$ cat src/hsid_pkg.sv
package hsid_pkg;

  localparam int HSID_LANES         = 2;                   // Samples per input word
  localparam int HSID_SAMPLE_WIDTH  = 8;                   // One band sample
  localparam int HSID_WORD_WIDTH    = HSID_LANES * HSID_SAMPLE_WIDTH;
  localparam int HSID_SQ_WIDTH      = 2 * HSID_SAMPLE_WIDTH; // Square of a sample difference
  localparam int HSID_ACC_WIDTH     = 20;                  // Small on purpose, long bright vectors wrap
  localparam int HSID_SUM_WIDTH     = HSID_ACC_WIDTH + 1;  // Lane sum in the MSE block
  localparam int HSID_MSE_WIDTH     = 16;                  // Mean square error result
  localparam int HSID_BANDS_WIDTH   = 8;                   // Band count
  localparam int HSID_LIBRARY_WIDTH = 6;                   // Reference id
  localparam int HSID_LANE_DEPTH    = 3;                   // Diff, square and accumulate stages

  typedef logic [HSID_SAMPLE_WIDTH-1:0] sample_t;

  // One input word of one stream, slot i goes to lane i
  typedef struct packed {
    sample_t [HSID_LANES-1:0] sample;
  } band_word_t;

  // One lane slot with the vector marks
  typedef struct packed {
    sample_t a;
    sample_t b;
    logic    start;                                        // First word of a vector
    logic    last;                                         // Final word of a vector
    logic    valid;
  } lane_sample_t;

  // Lane result, valid for one cycle per vector
  typedef struct packed {
    logic [HSID_ACC_WIDTH-1:0] value;
    logic                      overflow;                   // Sticky carry out of the accumulator
    logic                      valid;
  } lane_acc_t;

  // Vector tag, captured on the last word
  typedef struct packed {
    logic [HSID_LIBRARY_WIDTH-1:0] ref_id;
    logic                          lib_last;               // Final entry of the library pass
    logic [HSID_BANDS_WIDTH-1:0]   bands;
  } vec_tag_t;

  // One mean square error per reference
  typedef struct packed {
    logic [HSID_MSE_WIDTH-1:0]     value;
    logic [HSID_LIBRARY_WIDTH-1:0] ref_id;
    logic                          overflow;
    logic                          lib_last;
  } mse_result_t;

  // Winner of one library pass
  typedef struct packed {
    logic [HSID_LIBRARY_WIDTH-1:0] ref_id;
    logic [HSID_MSE_WIDTH-1:0]     value;
    logic                          overflow;               // Best entry was overflowed too
  } match_t;

endpackage

$ cat src/hsid_band_split.sv
`timescale 1ns/1ps

module hsid_band_split import hsid_pkg::*; (
  input  logic                                clk,
  input  logic                                rst_n,
  input  logic                                clear,
  input  logic                                band_valid,
  input  band_word_t                          band_a,
  input  band_word_t                          band_b,
  input  logic [HSID_BANDS_WIDTH-1:0]         hsp_bands,
  input  logic [HSID_LIBRARY_WIDTH-1:0]       hsp_ref,
  input  logic                                lib_last,
  output lane_sample_t [HSID_LANES-1:0]       lane,
  output vec_tag_t                            tag
);

  logic [HSID_BANDS_WIDTH-1:0] word_cnt;                // Words seen in the current vector
  logic [HSID_BANDS_WIDTH-1:0] words_per_vec;           // Bands spread over the lanes
  logic                        first_word;
  logic                        last_word;

  assign words_per_vec = hsp_bands / HSID_BANDS_WIDTH'(HSID_LANES);
  assign first_word    = (word_cnt == '0);
  assign last_word     = (word_cnt == words_per_vec - 1'b1);

  // Band counter, wraps on the last word
  always_ff @(posedge clk or negedge rst_n) begin
    if (!rst_n) begin
      word_cnt <= '0;
    end else if (clear) begin
      word_cnt <= '0;                                   // Restart mid-vector
    end else if (band_valid) begin
      if (last_word) begin
        word_cnt <= '0;
      end else begin
        word_cnt <= word_cnt + 1'b1;
      end
    end
  end

  // Lane slots, one register stage
  always_ff @(posedge clk or negedge rst_n) begin
    if (!rst_n) begin
      lane <= '0;
    end else if (clear) begin
      lane <= '0;
    end else begin
      for (int i = 0; i < HSID_LANES; i++) begin
        lane[i].a     <= band_a.sample[i];              // Slot i of stream A
        lane[i].b     <= band_b.sample[i];              // Slot i of stream B
        lane[i].start <= band_valid & first_word;       // Same marks on every lane
        lane[i].last  <= band_valid & last_word;
        lane[i].valid <= band_valid;
      end
    end
  end

  // Tag held until the next last word
  always_ff @(posedge clk or negedge rst_n) begin
    if (!rst_n) begin
      tag <= '0;
    end else if (clear) begin
      tag <= '0;
    end else if (band_valid && last_word) begin
      tag.ref_id   <= hsp_ref;
      tag.lib_last <= lib_last;
      tag.bands    <= hsp_bands;
    end
  end

endmodule

$ cat src/hsid_sq_df_acc.sv
`timescale 1ns/1ps

module hsid_sq_df_acc import hsid_pkg::*; (
  input  logic         clk,
  input  logic         rst_n,
  input  logic         clear,
  input  lane_sample_t sample,
  output lane_acc_t    acc
);

  // Difference stage
  sample_t                   diff_q;                    // |a - b|
  logic                      diff_start;
  logic                      diff_last;
  logic                      diff_valid;
  // Square stage
  logic [HSID_SQ_WIDTH-1:0]  sq_q;
  logic                      sq_start;
  logic                      sq_last;
  logic                      sq_valid;
  // Accumulate stage
  logic [HSID_ACC_WIDTH-1:0] acc_q;
  logic                      of_q;                      // Sticky until the next start
  logic                      done_q;                    // Sum complete this cycle
  logic [HSID_ACC_WIDTH-1:0] sq_ext;
  logic [HSID_ACC_WIDTH:0]   sum_ext;                   // Carry in the top bit

  assign sq_ext  = HSID_ACC_WIDTH'(sq_q);
  assign sum_ext = {1'b0, acc_q} + {1'b0, sq_ext};

  always_ff @(posedge clk or negedge rst_n) begin
    if (!rst_n) begin
      diff_q     <= '0;
      diff_start <= 1'b0;
      diff_last  <= 1'b0;
      diff_valid <= 1'b0;
      sq_q       <= '0;
      sq_start   <= 1'b0;
      sq_last    <= 1'b0;
      sq_valid   <= 1'b0;
      acc_q      <= '0;
      of_q       <= 1'b0;
      done_q     <= 1'b0;
    end else if (clear) begin
      diff_q     <= '0;
      diff_start <= 1'b0;
      diff_last  <= 1'b0;
      diff_valid <= 1'b0;
      sq_q       <= '0;
      sq_start   <= 1'b0;
      sq_last    <= 1'b0;
      sq_valid   <= 1'b0;
      acc_q      <= '0;
      of_q       <= 1'b0;
      done_q     <= 1'b0;
    end else begin
      diff_q     <= (sample.a > sample.b) ? sample.a - sample.b : sample.b - sample.a;
      diff_start <= sample.valid & sample.start;
      diff_last  <= sample.valid & sample.last;
      diff_valid <= sample.valid;
      sq_q       <= diff_q * diff_q;                    // Full 16 bit product
      sq_start   <= diff_start;
      sq_last    <= diff_last;
      sq_valid   <= diff_valid;
      if (sq_valid) begin
        if (sq_start) begin
          acc_q <= sq_ext;                              // New vector starts from its first square
          of_q  <= 1'b0;
        end else begin
          acc_q <= sum_ext[HSID_ACC_WIDTH-1:0];
          of_q  <= of_q | sum_ext[HSID_ACC_WIDTH];
        end
      end
      done_q <= sq_valid & sq_last;
    end
  end

  // Sum is final while done_q is high, the next start overwrites it
  assign acc.value    = acc_q;
  assign acc.overflow = of_q;
  assign acc.valid    = done_q;

endmodule

$ cat src/hsid_mse.sv
`timescale 1ns/1ps

module hsid_mse import hsid_pkg::*; (
  input  logic                           clk,
  input  logic                           rst_n,
  input  logic                           clear,
  input  lane_acc_t [HSID_LANES-1:0]     lane_acc,
  input  vec_tag_t                       tag,
  output mse_result_t                    mse,
  output logic                           mse_valid
);

  vec_tag_t [HSID_LANE_DEPTH-1:0] tag_dly;              // Tag follows the lane pipeline
  logic                           all_valid;
  logic                           any_of;
  logic [HSID_SUM_WIDTH-1:0]      lane_sum;
  // Sum stage
  logic [HSID_SUM_WIDTH-1:0]      sum_q;
  logic                           sum_of_q;             // OR of the lane flags
  vec_tag_t                       sum_tag_q;
  logic                           sum_valid_q;
  // Divide stage
  logic [HSID_SUM_WIDTH-1:0]      divisor;
  logic [HSID_SUM_WIDTH-1:0]      quot;

  // Lanes run in lock step, so all valids rise together
  always_comb begin
    all_valid = 1'b1;
    any_of    = 1'b0;
    lane_sum  = '0;
    for (int i = 0; i < HSID_LANES; i++) begin
      all_valid = all_valid & lane_acc[i].valid;
      any_of    = any_of | lane_acc[i].overflow;
      lane_sum  = lane_sum + HSID_SUM_WIDTH'(lane_acc[i].value);
    end
  end

  // Short vectors rewrite the tag before their sum arrives, so it is delayed here
  always_ff @(posedge clk or negedge rst_n) begin
    if (!rst_n) begin
      tag_dly <= '0;
    end else if (clear) begin
      tag_dly <= '0;
    end else begin
      tag_dly <= {tag_dly[HSID_LANE_DEPTH-2:0], tag};
    end
  end

  // Sum stage
  always_ff @(posedge clk or negedge rst_n) begin
    if (!rst_n) begin
      sum_q       <= '0;
      sum_of_q    <= 1'b0;
      sum_tag_q   <= '0;
      sum_valid_q <= 1'b0;
    end else if (clear) begin
      sum_q       <= '0;
      sum_of_q    <= 1'b0;
      sum_tag_q   <= '0;
      sum_valid_q <= 1'b0;
    end else begin
      if (all_valid) begin
        sum_q     <= lane_sum;
        sum_of_q  <= any_of;
        sum_tag_q <= tag_dly[HSID_LANE_DEPTH-1];        // Tag of this vector
      end
      sum_valid_q <= all_valid;
    end
  end

  assign divisor = HSID_SUM_WIDTH'(sum_tag_q.bands);
  assign quot    = sum_q / divisor;                     // Truncating divide

  // Divide stage
  always_ff @(posedge clk or negedge rst_n) begin
    if (!rst_n) begin
      mse       <= '0;
      mse_valid <= 1'b0;
    end else if (clear) begin
      mse       <= '0;
      mse_valid <= 1'b0;
    end else begin
      if (sum_valid_q) begin
        mse.value    <= quot[HSID_MSE_WIDTH-1:0];
        mse.ref_id   <= sum_tag_q.ref_id;
        mse.lib_last <= sum_tag_q.lib_last;
        // Sum carry, lane carry or a quotient wider than the result
        mse.overflow <= sum_q[HSID_SUM_WIDTH-1] | sum_of_q
                        | (|quot[HSID_SUM_WIDTH-1:HSID_MSE_WIDTH]);
      end
      mse_valid <= sum_valid_q;
    end
  end

endmodule

$ cat src/hsid_min_search.sv
`timescale 1ns/1ps

module hsid_min_search import hsid_pkg::*; (
  input  logic        clk,
  input  logic        rst_n,
  input  logic        clear,
  input  mse_result_t mse,
  input  logic        mse_valid,
  output match_t      match,
  output logic        match_valid
);

  match_t best_q;                                       // Best entry of the running pass
  logic   armed_q;                                      // best_q holds an entry of this pass
  match_t cand;
  match_t best_next;
  logic   cand_wins;

  assign cand.ref_id   = mse.ref_id;
  assign cand.value    = mse.value;
  assign cand.overflow = mse.overflow;

  // Overflowed results rank last, ties keep the earlier reference
  always_comb begin
    if (!armed_q) begin
      cand_wins = 1'b1;                                 // First entry of a pass
    end else if (best_q.overflow) begin
      cand_wins = !cand.overflow;
    end else begin
      cand_wins = !cand.overflow && (cand.value < best_q.value);
    end
    best_next = cand_wins ? cand : best_q;
  end

  always_ff @(posedge clk or negedge rst_n) begin
    if (!rst_n) begin
      best_q      <= '0;
      armed_q     <= 1'b0;
      match       <= '0;
      match_valid <= 1'b0;
    end else if (clear) begin
      best_q      <= '0;
      armed_q     <= 1'b0;
      match       <= '0;
      match_valid <= 1'b0;
    end else begin
      match_valid <= 1'b0;
      if (mse_valid) begin
        if (mse.lib_last) begin
          match       <= best_next;                     // Pass done, report it
          match_valid <= 1'b1;
          armed_q     <= 1'b0;                          // Next result opens a new pass
        end else begin
          best_q  <= best_next;
          armed_q <= 1'b1;
        end
      end
    end
  end

endmodule

$ cat src/hsid_top.sv
`timescale 1ns/1ps

module hsid_top import hsid_pkg::*; (
  input  logic                          clk,
  input  logic                          rst_n,
  input  logic                          clear,
  input  logic                          band_valid,
  input  band_word_t                    band_a,       // Pixel spectrum
  input  band_word_t                    band_b,       // Library spectrum
  input  logic [HSID_BANDS_WIDTH-1:0]   hsp_bands,
  input  logic [HSID_LIBRARY_WIDTH-1:0] hsp_ref,
  input  logic                          lib_last,     // High for the words of the final entry
  output mse_result_t                   mse,
  output logic                          mse_valid,
  output match_t                        match,
  output logic                          match_valid
);

  lane_sample_t [HSID_LANES-1:0] lane;                // Splitter to lanes
  lane_acc_t    [HSID_LANES-1:0] lane_acc;            // Lanes to MSE
  vec_tag_t                      tag;

  hsid_band_split u_split (
    .clk        (clk),
    .rst_n      (rst_n),
    .clear      (clear),
    .band_valid (band_valid),
    .band_a     (band_a),
    .band_b     (band_b),
    .hsp_bands  (hsp_bands),
    .hsp_ref    (hsp_ref),
    .lib_last   (lib_last),
    .lane       (lane),
    .tag        (tag)
  );

  // One accumulator per sample slot
  for (genvar i = 0; i < HSID_LANES; i++) begin : g_lane
    hsid_sq_df_acc u_acc (
      .clk    (clk),
      .rst_n  (rst_n),
      .clear  (clear),
      .sample (lane[i]),
      .acc    (lane_acc[i])
    );
  end

  hsid_mse u_mse (
    .clk       (clk),
    .rst_n     (rst_n),
    .clear     (clear),
    .lane_acc  (lane_acc),
    .tag       (tag),
    .mse       (mse),
    .mse_valid (mse_valid)
  );

  hsid_min_search u_min (
    .clk         (clk),
    .rst_n       (rst_n),
    .clear       (clear),
    .mse         (mse),
    .mse_valid   (mse_valid),
    .match       (match),
    .match_valid (match_valid)
  );

endmodule

$ cat config.mk
export PLATFORM = sky130hd
export DESIGN_NAME = hsid_top
export DESIGN_NICKNAME = d
export VERILOG_FILES = /design/src/hsid_pkg.sv /design/src/hsid_band_split.sv /design/src/hsid_sq_df_acc.sv /design/src/hsid_mse.sv /design/src/hsid_min_search.sv /design/src/hsid_top.sv
export SDC_FILE = /design/constraint.sdc
export NUM_CORES = 1
export LEC_CHECK = 0
export ABC_AREA = 1
export BUFFER_PORTS_ARGS = -buffer_cell sky130_fd_sc_hd__buf_2
export CAP_MARGIN = 20
export CORE_MARGIN = 2
export CORE_UTILIZATION = 45
export CTS_CLUSTER_DIAMETER = 80
export CTS_CLUSTER_SIZE = 40
export DETAILED_ROUTE_END_ITERATION = 8
export MAX_ROUTING_LAYER = met4
export SETUP_SLACK_MARGIN = 0.3
export SKIP_LAST_GASP = 1
export SYNTH_ARGS = -nofsm -noshare
export SYNTH_HDL_FRONTEND = slang
export SYNTH_SLANG_ARGS = --single-unit
$ cat constraint.sdc
create_clock -name clk -period 41.1 [get_ports clk]
set_input_delay 6.165 -clock clk [delete_from_list [all_inputs] [get_ports clk]]
set_output_delay 6.165 -clock clk [all_outputs]
set_load 0.01 [all_outputs]
[Yosys cells after proc, flatten, opt, wreduce, memory -nomap -nowiden]
Cells that the tools add are included.
Word-level totals
  flip-flop bits (word level): 321
  output and inout bits: 49
Operators by class
  add/sub/neg operators: 9
  bitwise gates (word level): 14
  multiplexer cells: 64
  reductions and logical operators: 15
  equality and inequality tests: 2
  $mul: 2
  divide/modulo/power cells: 1
  magnitude comparators: 3
Operator list (number)
  2-to-1 mux 23 bit: 7
  2-to-1 mux 20 bit: 6
  2-to-1 mux 15 bit: 4
  2-to-1 mux 8 bit: 7
  2-to-1 mux 24 bit: 2
  2-to-1 mux 45 bit: 1
  adder 20 x 16 -> 21 bit: 2
  2-to-1 mux 21 bit: 2
  2-to-1 mux 38 bit: 1
  multiplier 8 x 8 -> 16 bit: 2
  2-to-1 mux 1 bit: 32
  2-to-1 mux 16 bit: 2
  subtractor 8 bit: 4
  adder 20 x 20 -> 21 bit: 1
  divider 21 x 8 -> 21 bit: 1
  > comparator 8 bit: 2
  less-than comparator 16 bit: 1
  nonzero test 2 bit: 8
  AND 1 bit: 9
  adder 8 x 1 -> 8 bit, second input constant: 1
  == test 8 bit: 1
  zero test 8 bit: 1
  subtractor 7 x 1 -> 8 bit, second input constant: 1
  OR 1 bit: 5
  other kinds (5): 7

[Longest topological paths before layout]
Gate-level depths: netlist of run 1.
  depth in word-level cells: 8
  mapped depth: 293

[By module]
Synthesis of run 1 repeated with hierarchy kept, for this count alone.
Unflattened totals
  cell total of the unflattened synthesis: 4365
  area total of the unflattened synthesis: 29975.0 sq um
By module, submodules not included
  hsid_mse: instances 1, area each 13563.0 sq um, cells each 2070, sequential area each 2702.6 sq um
  hsid_sq_df_acc at g_lane[0].u_acc: instances 1, area each 5512.8 sq um, cells each 822, sequential area each 1276.2 sq um
  hsid_sq_df_acc at g_lane[1].u_acc: instances 1, area each 5489.0 sq um, cells each 813, sequential area each 1276.2 sq um
  hsid_min_search: instances 1, area each 2879.0 sq um, cells each 359, sequential area each 1201.2 sq um
  hsid_band_split: instances 1, area each 2531.2 sq um, cells each 301, sequential area each 1451.4 sq um

[Least setup slack after synthesis of run 1]
No wires, ideal clock.
  kind: reg2reg
  from: reg u_mse.sum_tag_q, in the netlist u_mse.divisor[0]
  to: reg u_mse.mse[8] (netlist name)
  path slack: 5.087 ns
  data required time: 40.979 ns
  cell stages (with the launch flop): 279
  library setup time: 0.121 ns
  period minus slack after synthesis: 36.013 ns
  arrival: 35.891 ns
  path through: dfrtp_1 inv_1 ha_1 o21ai_0 o21ai_2 nand2_1 inv_1 ha_1 o21ai_0 nand2_1 nand3_2 nand2_1 nand2_1 inv_1 ha_1 nand2_1 nand3b_1 nand2_1 (+243 left out) nand3_4 inv_2 buf_2 nand2_1 o21ai_0 ha_1 nand2_1 nor2_1 a211oi_1 o221ai_1 nand2_1 inv_1 nand3_1 nand3_1 nor2_1 nand2_1 o21bai_1 nand2_1
Between the ends
  word-level cells in the longest chain between the ends: 3
RTL lines
  start, declared: RTL line hsid_mse.sv:20  | vec_tag_t sum_tag_q;
  start signal, assigned: RTL line hsid_mse.sv:65  | sum_tag_q <= tag_dly[HSID_LANE_DEPTH-1];
  divider 21 x 8 -> 21 bit: RTL line hsid_mse.sv:72  | assign quot = sum_q / divisor;
  2-to-1 mux 24 bit: RTL line hsid_mse.sv:83  | if (sum_valid_q) begin
  2-to-1 mux 24 bit: RTL line hsid_mse.sv:79  | end else if (clear) begin
No other way between the ends. The select of a mux whose other input is x is not followed.
A chain may end at the register's enable or synchronous reset.

[Final worst setup path of run 1]
  from: reg u_mse.sum_tag_q, in the netlist u_mse.divisor[0]
  to: reg u_mse.mse[8] (netlist name)
Between the ends
  word-level cells in the longest chain between the ends: 3
RTL lines (RTL line)
  divider 21 x 8 -> 21 bit: hsid_mse.sv:72
  2-to-1 mux 24 bit: hsid_mse.sv:83
  2-to-1 mux 24 bit: hsid_mse.sv:79
No other way between the ends. The select of a mux whose other input is x is not followed.

==> results of run 1 <==
==> what timing repair did <==
| action | CTS | global route |
|---|---|---|
| resized for setup | 0 | 41 |
| setup buffers | 0 | 29 |
| endpoints found under the setup margin | 0 | 3 |
| hold buffers | 0 | 0 |
==> power breakdown <==
group,internal (mW),switching [mW],leakage (nW)
clock network,0.115,0.142,0.412
logic,0.258,0.441,11.5
registers,0.325,0.0255,4.23
==> worst min path at each step <==
stage | start | to | slack, ns | depth (start not counted)
finish | u_split.word_cnt[7] | u_split.lane[2] | 0.45 | 1
global route | u_split.word_cnt[7] | u_split.lane[2] | 0.46 | 1
CTS | u_mse.tag_dly[35] | u_mse.divisor[5] | 0.46 | 2
detailed placement | u_mse.tag_dly[38] | u_mse.sum_tag_q[8] | 0.44 | 2
global placement | u_mse.tag_dly[40] | u_mse.sum_tag_q[10] | 0.43 | 2
floorplan | u_split.word_cnt[7] | u_split.lane[2] | 0.41 | 1
==> layout make-up <==
cell class | instances | area (sq um) | area share [%]
multi-input cells | 2616 | 16500 | 56.0
flip-flops and latches | 309 | 7730 | 26.2
inverters | 652 | 2470 | 8.39
well taps | 773 | 967 | 3.28
repair buffers | 150 | 915 | 3.10
clock buffers | 23 | 554 | 1.88
clock inverters | 17 | 324 | 1.10
repair inverters | 1 | 5.00 | 0.0170
==> routing by layer <==
metal | share of wire (%) | global-route usage (%)
met5 | 0 | -
met4 | 1.7 | 3.77
met3 | 2.1 | 1.66
met2 | 49 | 34.9
met1 | 48 | 26.3
==> cells by family after synthesis <==
kind of cell	share of synthesized area [%]
AND/OR/NAND/NOR	23.4
AO/OA/AOI/OAI	14.2
multiplexers	0.0832
flip-flops	28.6
adder cells (fa/ha/maj)	18.0
buffers and inverters	10.8
XOR/XNOR	4.98
==> critical path, delay by kind of cell (launching register included) <==
kind	cells	cell delay (ns)
simple gates	122	13.03
buf+inv	47	4.22
fa+ha+maj	21	6.43
compound gates	76	12.10
flops	1	0.41
==> layout by cell type, fill, tap and decap left out, types with 5 or more instances in the layout <==
| cell type | count |
|---|---|
| nor2_2 | 12 |
| o21ai_1 | 28 |
| inv_2 | 23 |
| buf_4 | 49 |
| inv_1 | 614 |
| a31oi_1 | 7 |
| dfrtp_1 | 309 |
| nor4_1 | 6 |
| buf_2 | 97 |
| o21ai_0 | 349 |
| nor2_1 | 318 |
| nand2_2 | 38 |
| nor2_4 | 20 |
| nand3_2 | 30 |
| nand4_1 | 48 |
| a21o_1 | 15 |
| xnor2_1 | 48 |
| o31ai_1 | 13 |
| fa_1 | 55 |
| clkinvlp_4 | 6 |
| ha_1 | 301 |
| nand2_1 | 718 |
| o21ai_2 | 6 |
| clkinv_1 | 6 |
| nor3_1 | 27 |
| o211ai_1 | 15 |
| a21oi_1 | 174 |
| a21oi_2 | 10 |
| o21bai_1 | 22 |
| o22ai_1 | 30 |
| nand3_1 | 139 |
| inv_16 | 6 |
| nand3_4 | 9 |
| clkbuf_16 | 22 |
| xor2_1 | 106 |
| or2_2 | 11 |
| and2_1 | 5 |
| nand2_4 | 8 |
==> state kept, by name, indices dropped and copies added (netlist names), 2 cells and up <==
signal	cells
u_min.best_q	23
g_lane.u_acc.diff_q	16
u_split.word_cnt	8
u_mse.sum_tag_q	7
u_min.match	23
u_mse.mse	24
u_mse.sum_q	21
u_split.lane	35
g_lane.u_acc.of_q	2
u_mse.divisor	8
u_split.tag	15
g_lane.u_acc.sq_q	30
g_lane.u_acc.acc_q	40
u_mse.tag_dly	45
==> flow_metrics.py, run 1 <==
metrics = {
    "run_status": {
        "status": "finished clean",
    },
    "timing": {
        "rsz0062_at_grt": "false",
        "skew_ns": 0.0503,
        "hold_slack_ns": 0.452,
        "post-route-min-period_ns": 36.37,
        "period_share_pct": 88.5,
        "fmax_ghz": 0.0275,
        "relSlewSlack_pct": 37.0,
        "hold_viol": 0,
        "setup_tns_ns": 0,
        "worst_pin_slew_ns": 0.945,
        "maxSlewViolCount": 0,
        "setup_slack_ns": 4.73,
        "setup_violations": 0,
    },
    "power": {
        "p_total_mw": 1.31,
        "power_leakage_nw": 16.2,
        "power_density_nw_per_um2": 44.3,
        "vdd_ir_drop_max_uv": 57.7,
    },
    "worst_setup_path": {
        "reg2reg_to": "u_mse.mse[8]",
        "crit_slowest_cell": "dfrtp_1",
        "crit_type": "reg -> reg",
        "timing.rr.start": "u_mse.divisor[0]",
        "required_ns": 41.55,
        "crit_path_max_incr_delay_ns": 0.41,
        "startpoint_type": "register",
        "rrSetupSlack_ns": 4.73,
        "reg2reg_depth": 266,
        "arrival_ns": 36.82,
        "cp_common_cell": "nand2_1",
        "cp-end-kind": "register",
        "crit_path_start": "u_mse.divisor[0]",
        "crit_fanout": 21,
        "worstSetupEndpoint": "u_mse.mse[8]",
    },
    "drt": {
        "routed_via_density": 4.96,
        "wl_mm": 61.0,
        "dr.pass1.iters": 5,
        "vias": 22500,
        "antenna_left": 0,
        "drcViolationCount": 0,
        "wl_per_cell_microns": 13.4,
        "dr.first_iter.drc_count": 1027,
    },
    "layout": {
        "post-route-util_pct": 49.8,
        "stdcell_area_sq_um": 29500,
        "finalNonFillerCells": 4541,
        "fillers": 5942,
        "syn_to_final_growth_pct": 9.00,
        "drive_above_1_share_pct": 10.1,
        "antenna_cells": 0,
        "nNetsFinal": 4159,
    },
    "placed_design": {
        "place_inst": 4468,
        "pre_cts_slack_ns": 1.71,
        "detailed_place_hpwl_mm": 46.5,
        "gp_congestion": 0.881,
        "dpl_cell_area_sq_um": 28200,
        "port-buffer-count": 99,
    },
    "die": {
        "die_h_microns": 249,
        "fp.dieW_microns": 249,
        "ios": 100,
        "rows": 89,
        "dieArea_sq_um": 62100,
        "initial_utilization_pct": 45.7,
        "core_sq_um": 59200,
    },
    "clock_network": {
        "cts_root_buf": "clkbuf_16",
        "path_clk_slew_ns": 0.09,
        "cts_buffer_depth": 3,
        "cts.sinks": 309,
        "htree_num_levels": 1,
        "clkLatencyLatePin_ns": 0.59,
        "cts_buffers": 22,
        "cts_tree": "built",
    },
    "synth": {
        "ys_ff_latch": 309,
        "ys_top_cells_by_count": "nand2_1, inv_1, o21ai_0",
        "synth_top_area_cell": "dfrtp_1",
        "seq_area_frac_synth_pct": 28.6,
        "synth_top_area_share_pct": 28.6,
        "synth_cell_types": 63,
        "synth.area.top_cells": "dfrtp_1, ha_1, nand2_1, inv_1, o21ai_0",
        "synth.most_common_cell": "nand2_1",
        "synthFlopType": "dfrtp_1",
        "synth.cell_area_sq_um": 27100,
        "synth-edff-count": 0,
        "synth_nets": 4094,
        "synthCells": 3687,
        "syn_avg_cell_area_sq_um": 7.34,
        "synth_warnings": 0,
        "synthArstFlopShare_pct": 100,
    },
    "grt": {
        "grt_pass1_vias": 21500,
        "grt-ovfl-total": 0,
        "grtUsageTotal_pct": 20.3,
        "antenna_found_initial": 0,
        "grt_pass1_wl_mm": 104,
        "grt_max_degree": 108,
    },
    "flow_run": {
        "cap_viol_max_count": 0,
    },
    "worst_hold_path": {
        "min_path_type": "reg -> reg",
    },
}
(Power assumes the default switching activity.)
==> run 2, diff against run 1 <==
--- a/config.mk
+++ b/config.mk
@@ -9,13 +9,13 @@
 export BUFFER_PORTS_ARGS = -buffer_cell sky130_fd_sc_hd__buf_2
 export CAP_MARGIN = 20
 export CORE_MARGIN = 2
-export CORE_UTILIZATION = 45
+export CORE_UTILIZATION = 58
 export CTS_CLUSTER_DIAMETER = 80
 export CTS_CLUSTER_SIZE = 40
 export DETAILED_ROUTE_END_ITERATION = 8
 export MAX_ROUTING_LAYER = met4
+export PLACE_DENSITY = 0.78
 export SETUP_SLACK_MARGIN = 0.3
-export SKIP_LAST_GASP = 1
 export SYNTH_ARGS = -nofsm -noshare
 export SYNTH_HDL_FRONTEND = slang
 export SYNTH_SLANG_ARGS = --single-unit
==> constraint.sdc (replaced) <==
create_clock -name clk -period 30.7 [get_ports clk]
set_input_delay 4.605 -clock clk [delete_from_list [all_inputs] [get_ports clk]]
set_output_delay 4.605 -clock clk [all_outputs]
set_load 0.01 [all_outputs]
==> flow_metrics.py, run 2 (synthesized netlist as in run 1, its figures left out) <==
metrics = {
    "worst_setup_path": {
        "cp_common_cell": "nand2_2",
        "arrival_ns": 32.45,
        "crit_type": "reg -> reg",
        "crit_buf_inv": 51,
        "crit_slowest_cell": "dfrtp_1",
        "startpoint_type": "register",
        "rrSetupSlack_ns": -1.32,
        "cp-end-kind": "register",
        "crit_fanout": 8,
        "critPathTopFamily": "simple AND/OR/NAND/NOR gates",
        "required_ns": 31.14,
        "crit_path_max_incr_delay_ns": 0.40,
    },
    "placed_design": {
        "port-buffer-count": 99,
        "gp_congestion": 0.946,
        "detailed_place_hpwl_mm": 46.7,
        "place_inst": 4436,
        "dpl_cell_area_sq_um": 29400,
    },
    "power": {
        "switching_share_pct": 47.2,
        "power_frac_seq_pct": 24.8,
        "clock_power_share_pct": 17.8,
        "combPwrFrac_pct": 57.5,
        "power_leakage_nw": 17.6,
        "p_int_mw": 1.00,
        "p_sw_uw": 894,
        "vdd_ir_drop_max_uv": 88.4,
        "p_total_mw": 1.90,
        "power_density_nw_per_um2": 58.5,
    },
    "layout": {
        "finalNonFillerCells": 4595,
        "reg_top3": "u_mse.tag_dly x45, g_lane.u_acc.acc_q x40, u_split.lane x35",
        "multi_input_area_sq_um": 18000,
        "drive_above_1_share_pct": 21.4,
        "layout_common_cells": "nand2_1, inv_1, o21ai_0, dfrtp_1, nor2_1",
        "fillers": 3416,
        "antenna_cells": 0,
        "final_common_cell": "nand2_1",
        "top_register": "u_mse.tag_dly",
        "largest_reg_flops": 45,
        "stdcell_area_sq_um": 32400,
        "register_area_sq_um": 7730,
        "nNetsFinal": 4381,
        "syn_to_final_growth_pct": 19.7,
    },
    "grt": {
        "grt_pass1_wl_mm": 105,
        "grt_max_degree": 202,
        "grt_pass1_vias": 22700,
        "grtUsageTotal_pct": 26.9,
        "antenna_found_initial": 0,
        "grt-ovfl-total": 0,
    },
    "drt": {
        "dr.first_iter.drc_count": 1788,
        "routed_via_density": 5.51,
        "drcViolationCount": 0,
        "wl_per_cell_microns": 15.4,
        "antenna_left": 0,
        "vias": 25300,
        "dr.pass1.iters": 5,
        "wl_mm": 70.9,
    },
    "die": {
        "core_sq_um": 46300,
        "ios": 100,
        "die_h_microns": 220,
        "dieArea_sq_um": 48400,
        "fp.dieW_microns": 220,
        "initial_utilization_pct": 58.5,
        "rows": 79,
    },
    "timing": {
        "skew_ns": 0.0584,
        "hold_viol": 0,
        "relSlewSlack_pct": 28.7,
        "setup_slack_ns": -1.32,
        "setup_violations": 1,
        "worst_pin_slew_ns": 1.07,
        "fmax_ghz": 0.0312,
        "period_share_pct": 104,
        "maxSlewViolCount": 0,
        "post-route-min-period_ns": 32.02,
        "setup_tns_ns": -1.32,
        "rsz0062_at_grt": "true",
    },
    "run_status": {
        "status": "finished with violations",
        "violations": "negative setup slack",
    },
    "clock_network": {
        "cts.sinks": 309,
        "htree_num_levels": 1,
        "cts_root_buf": "clkbuf_16",
        "clkLatencyLatePin_ns": 0.60,
        "cts_buffers": 20,
        "cts_buffer_depth": 3,
        "path_clk_slew_ns": 0.12,
        "cts_tree": "built",
    },
    "worst_hold_path": {
        "min_path_type": "reg -> reg",
    },
    "flow_run": {
        "cap_viol_max_count": 0,
    },
}
-- run 2: cell count changes in the layout (fill, tap and decap cells not counted), moves of 33 or more --
cell and change:
a21oi_1 -36, buf_4 +217, ha_1 -34, ha_4 +33
nand2_1 -70, nand2_2 +54, o21ai_0 -40
-- run 2: worst paths after layout --
check / depth (start not counted) / to / from
max: 260 / u_mse.mse[8] / u_mse.divisor[0]
min: 2 / u_mse.tag_dly[31] / u_mse.tag_dly[16]
max reg2reg: 260 / u_mse.mse[8] / u_mse.divisor[0]
min reg2reg: 2 / u_mse.tag_dly[31] / u_mse.tag_dly[16]
max in group asynchronous: 2 / g_lane[0].u_acc.acc_q[3] / rst_n
min in group asynchronous: 1 / u_min.match[2] / rst_n
-- run 2: power by group through the flow --
stage / clock network, mW / logic, mW / registers [mW]
6_report: 0.337 / 1.09 / 0.469
3_3_place_gp: 0 / 0.934 / 0.476
4_1_cts: 0.340 / 1.00 / 0.469
3_5_place_dp: 0 / 0.947 / 0.477
2_1_floorplan: 0 / 0.765 / 0.459
5_1_grt: 0.355 / 1.22 / 0.474
-- run 2: layout make-up --
class,count,share of cell area [%]
timing repair buffer,371,7.98
clock buffer,21,1.59
timing repair inverter,1,0.0347
clock inverter,15,1.00
inverter,652,7.72
sequential,309,23.9
tap,607,2.34
multi-input combinational,2619,55.5
-- run 2: layer usage --
layer	GRT usage [%]	share of wire (%)	up-vias
li1	-	-	12400
met3	2.75	5.5	290
met5	-	0	-
met4	8.86	5.0	0
met1	33.5	41	11800
met2	45.8	49	842
-- run 2: worst min-delay path: cells and delay by family (launching register included) --
family / cells / cell delay, ns
and+or+nand+nor: 1 / 0.07
buffers and inverters: 1 / 0.04
DFF: 1 / 0.33
-- run 2: through the flow --
step	worst slack (ns)	util, %	hold WS [ns]
2_1_floorplan	-2.43	-	0.407
4_1_cts	0.306	66.6	0.458
5_1_grt	-3.18	70.1	0.481
6_report	-1.32	70.1	0.456
3_5_place_dp	-0.880	63.5	0.442
3_3_place_gp	0.210	63.5	0.434
-- run 2: repair_timing --
| action | CTS | global route |
|---|---|---|
| gates cloned | 4 | 1 |
| gates resized for setup | 57 | 259 |
| setup buffers | 53 | 65 |
| pin swaps | 65 | 206 |
| hold buffers | 0 | 0 |
| endpoints found under the setup margin | 2 | 3 |
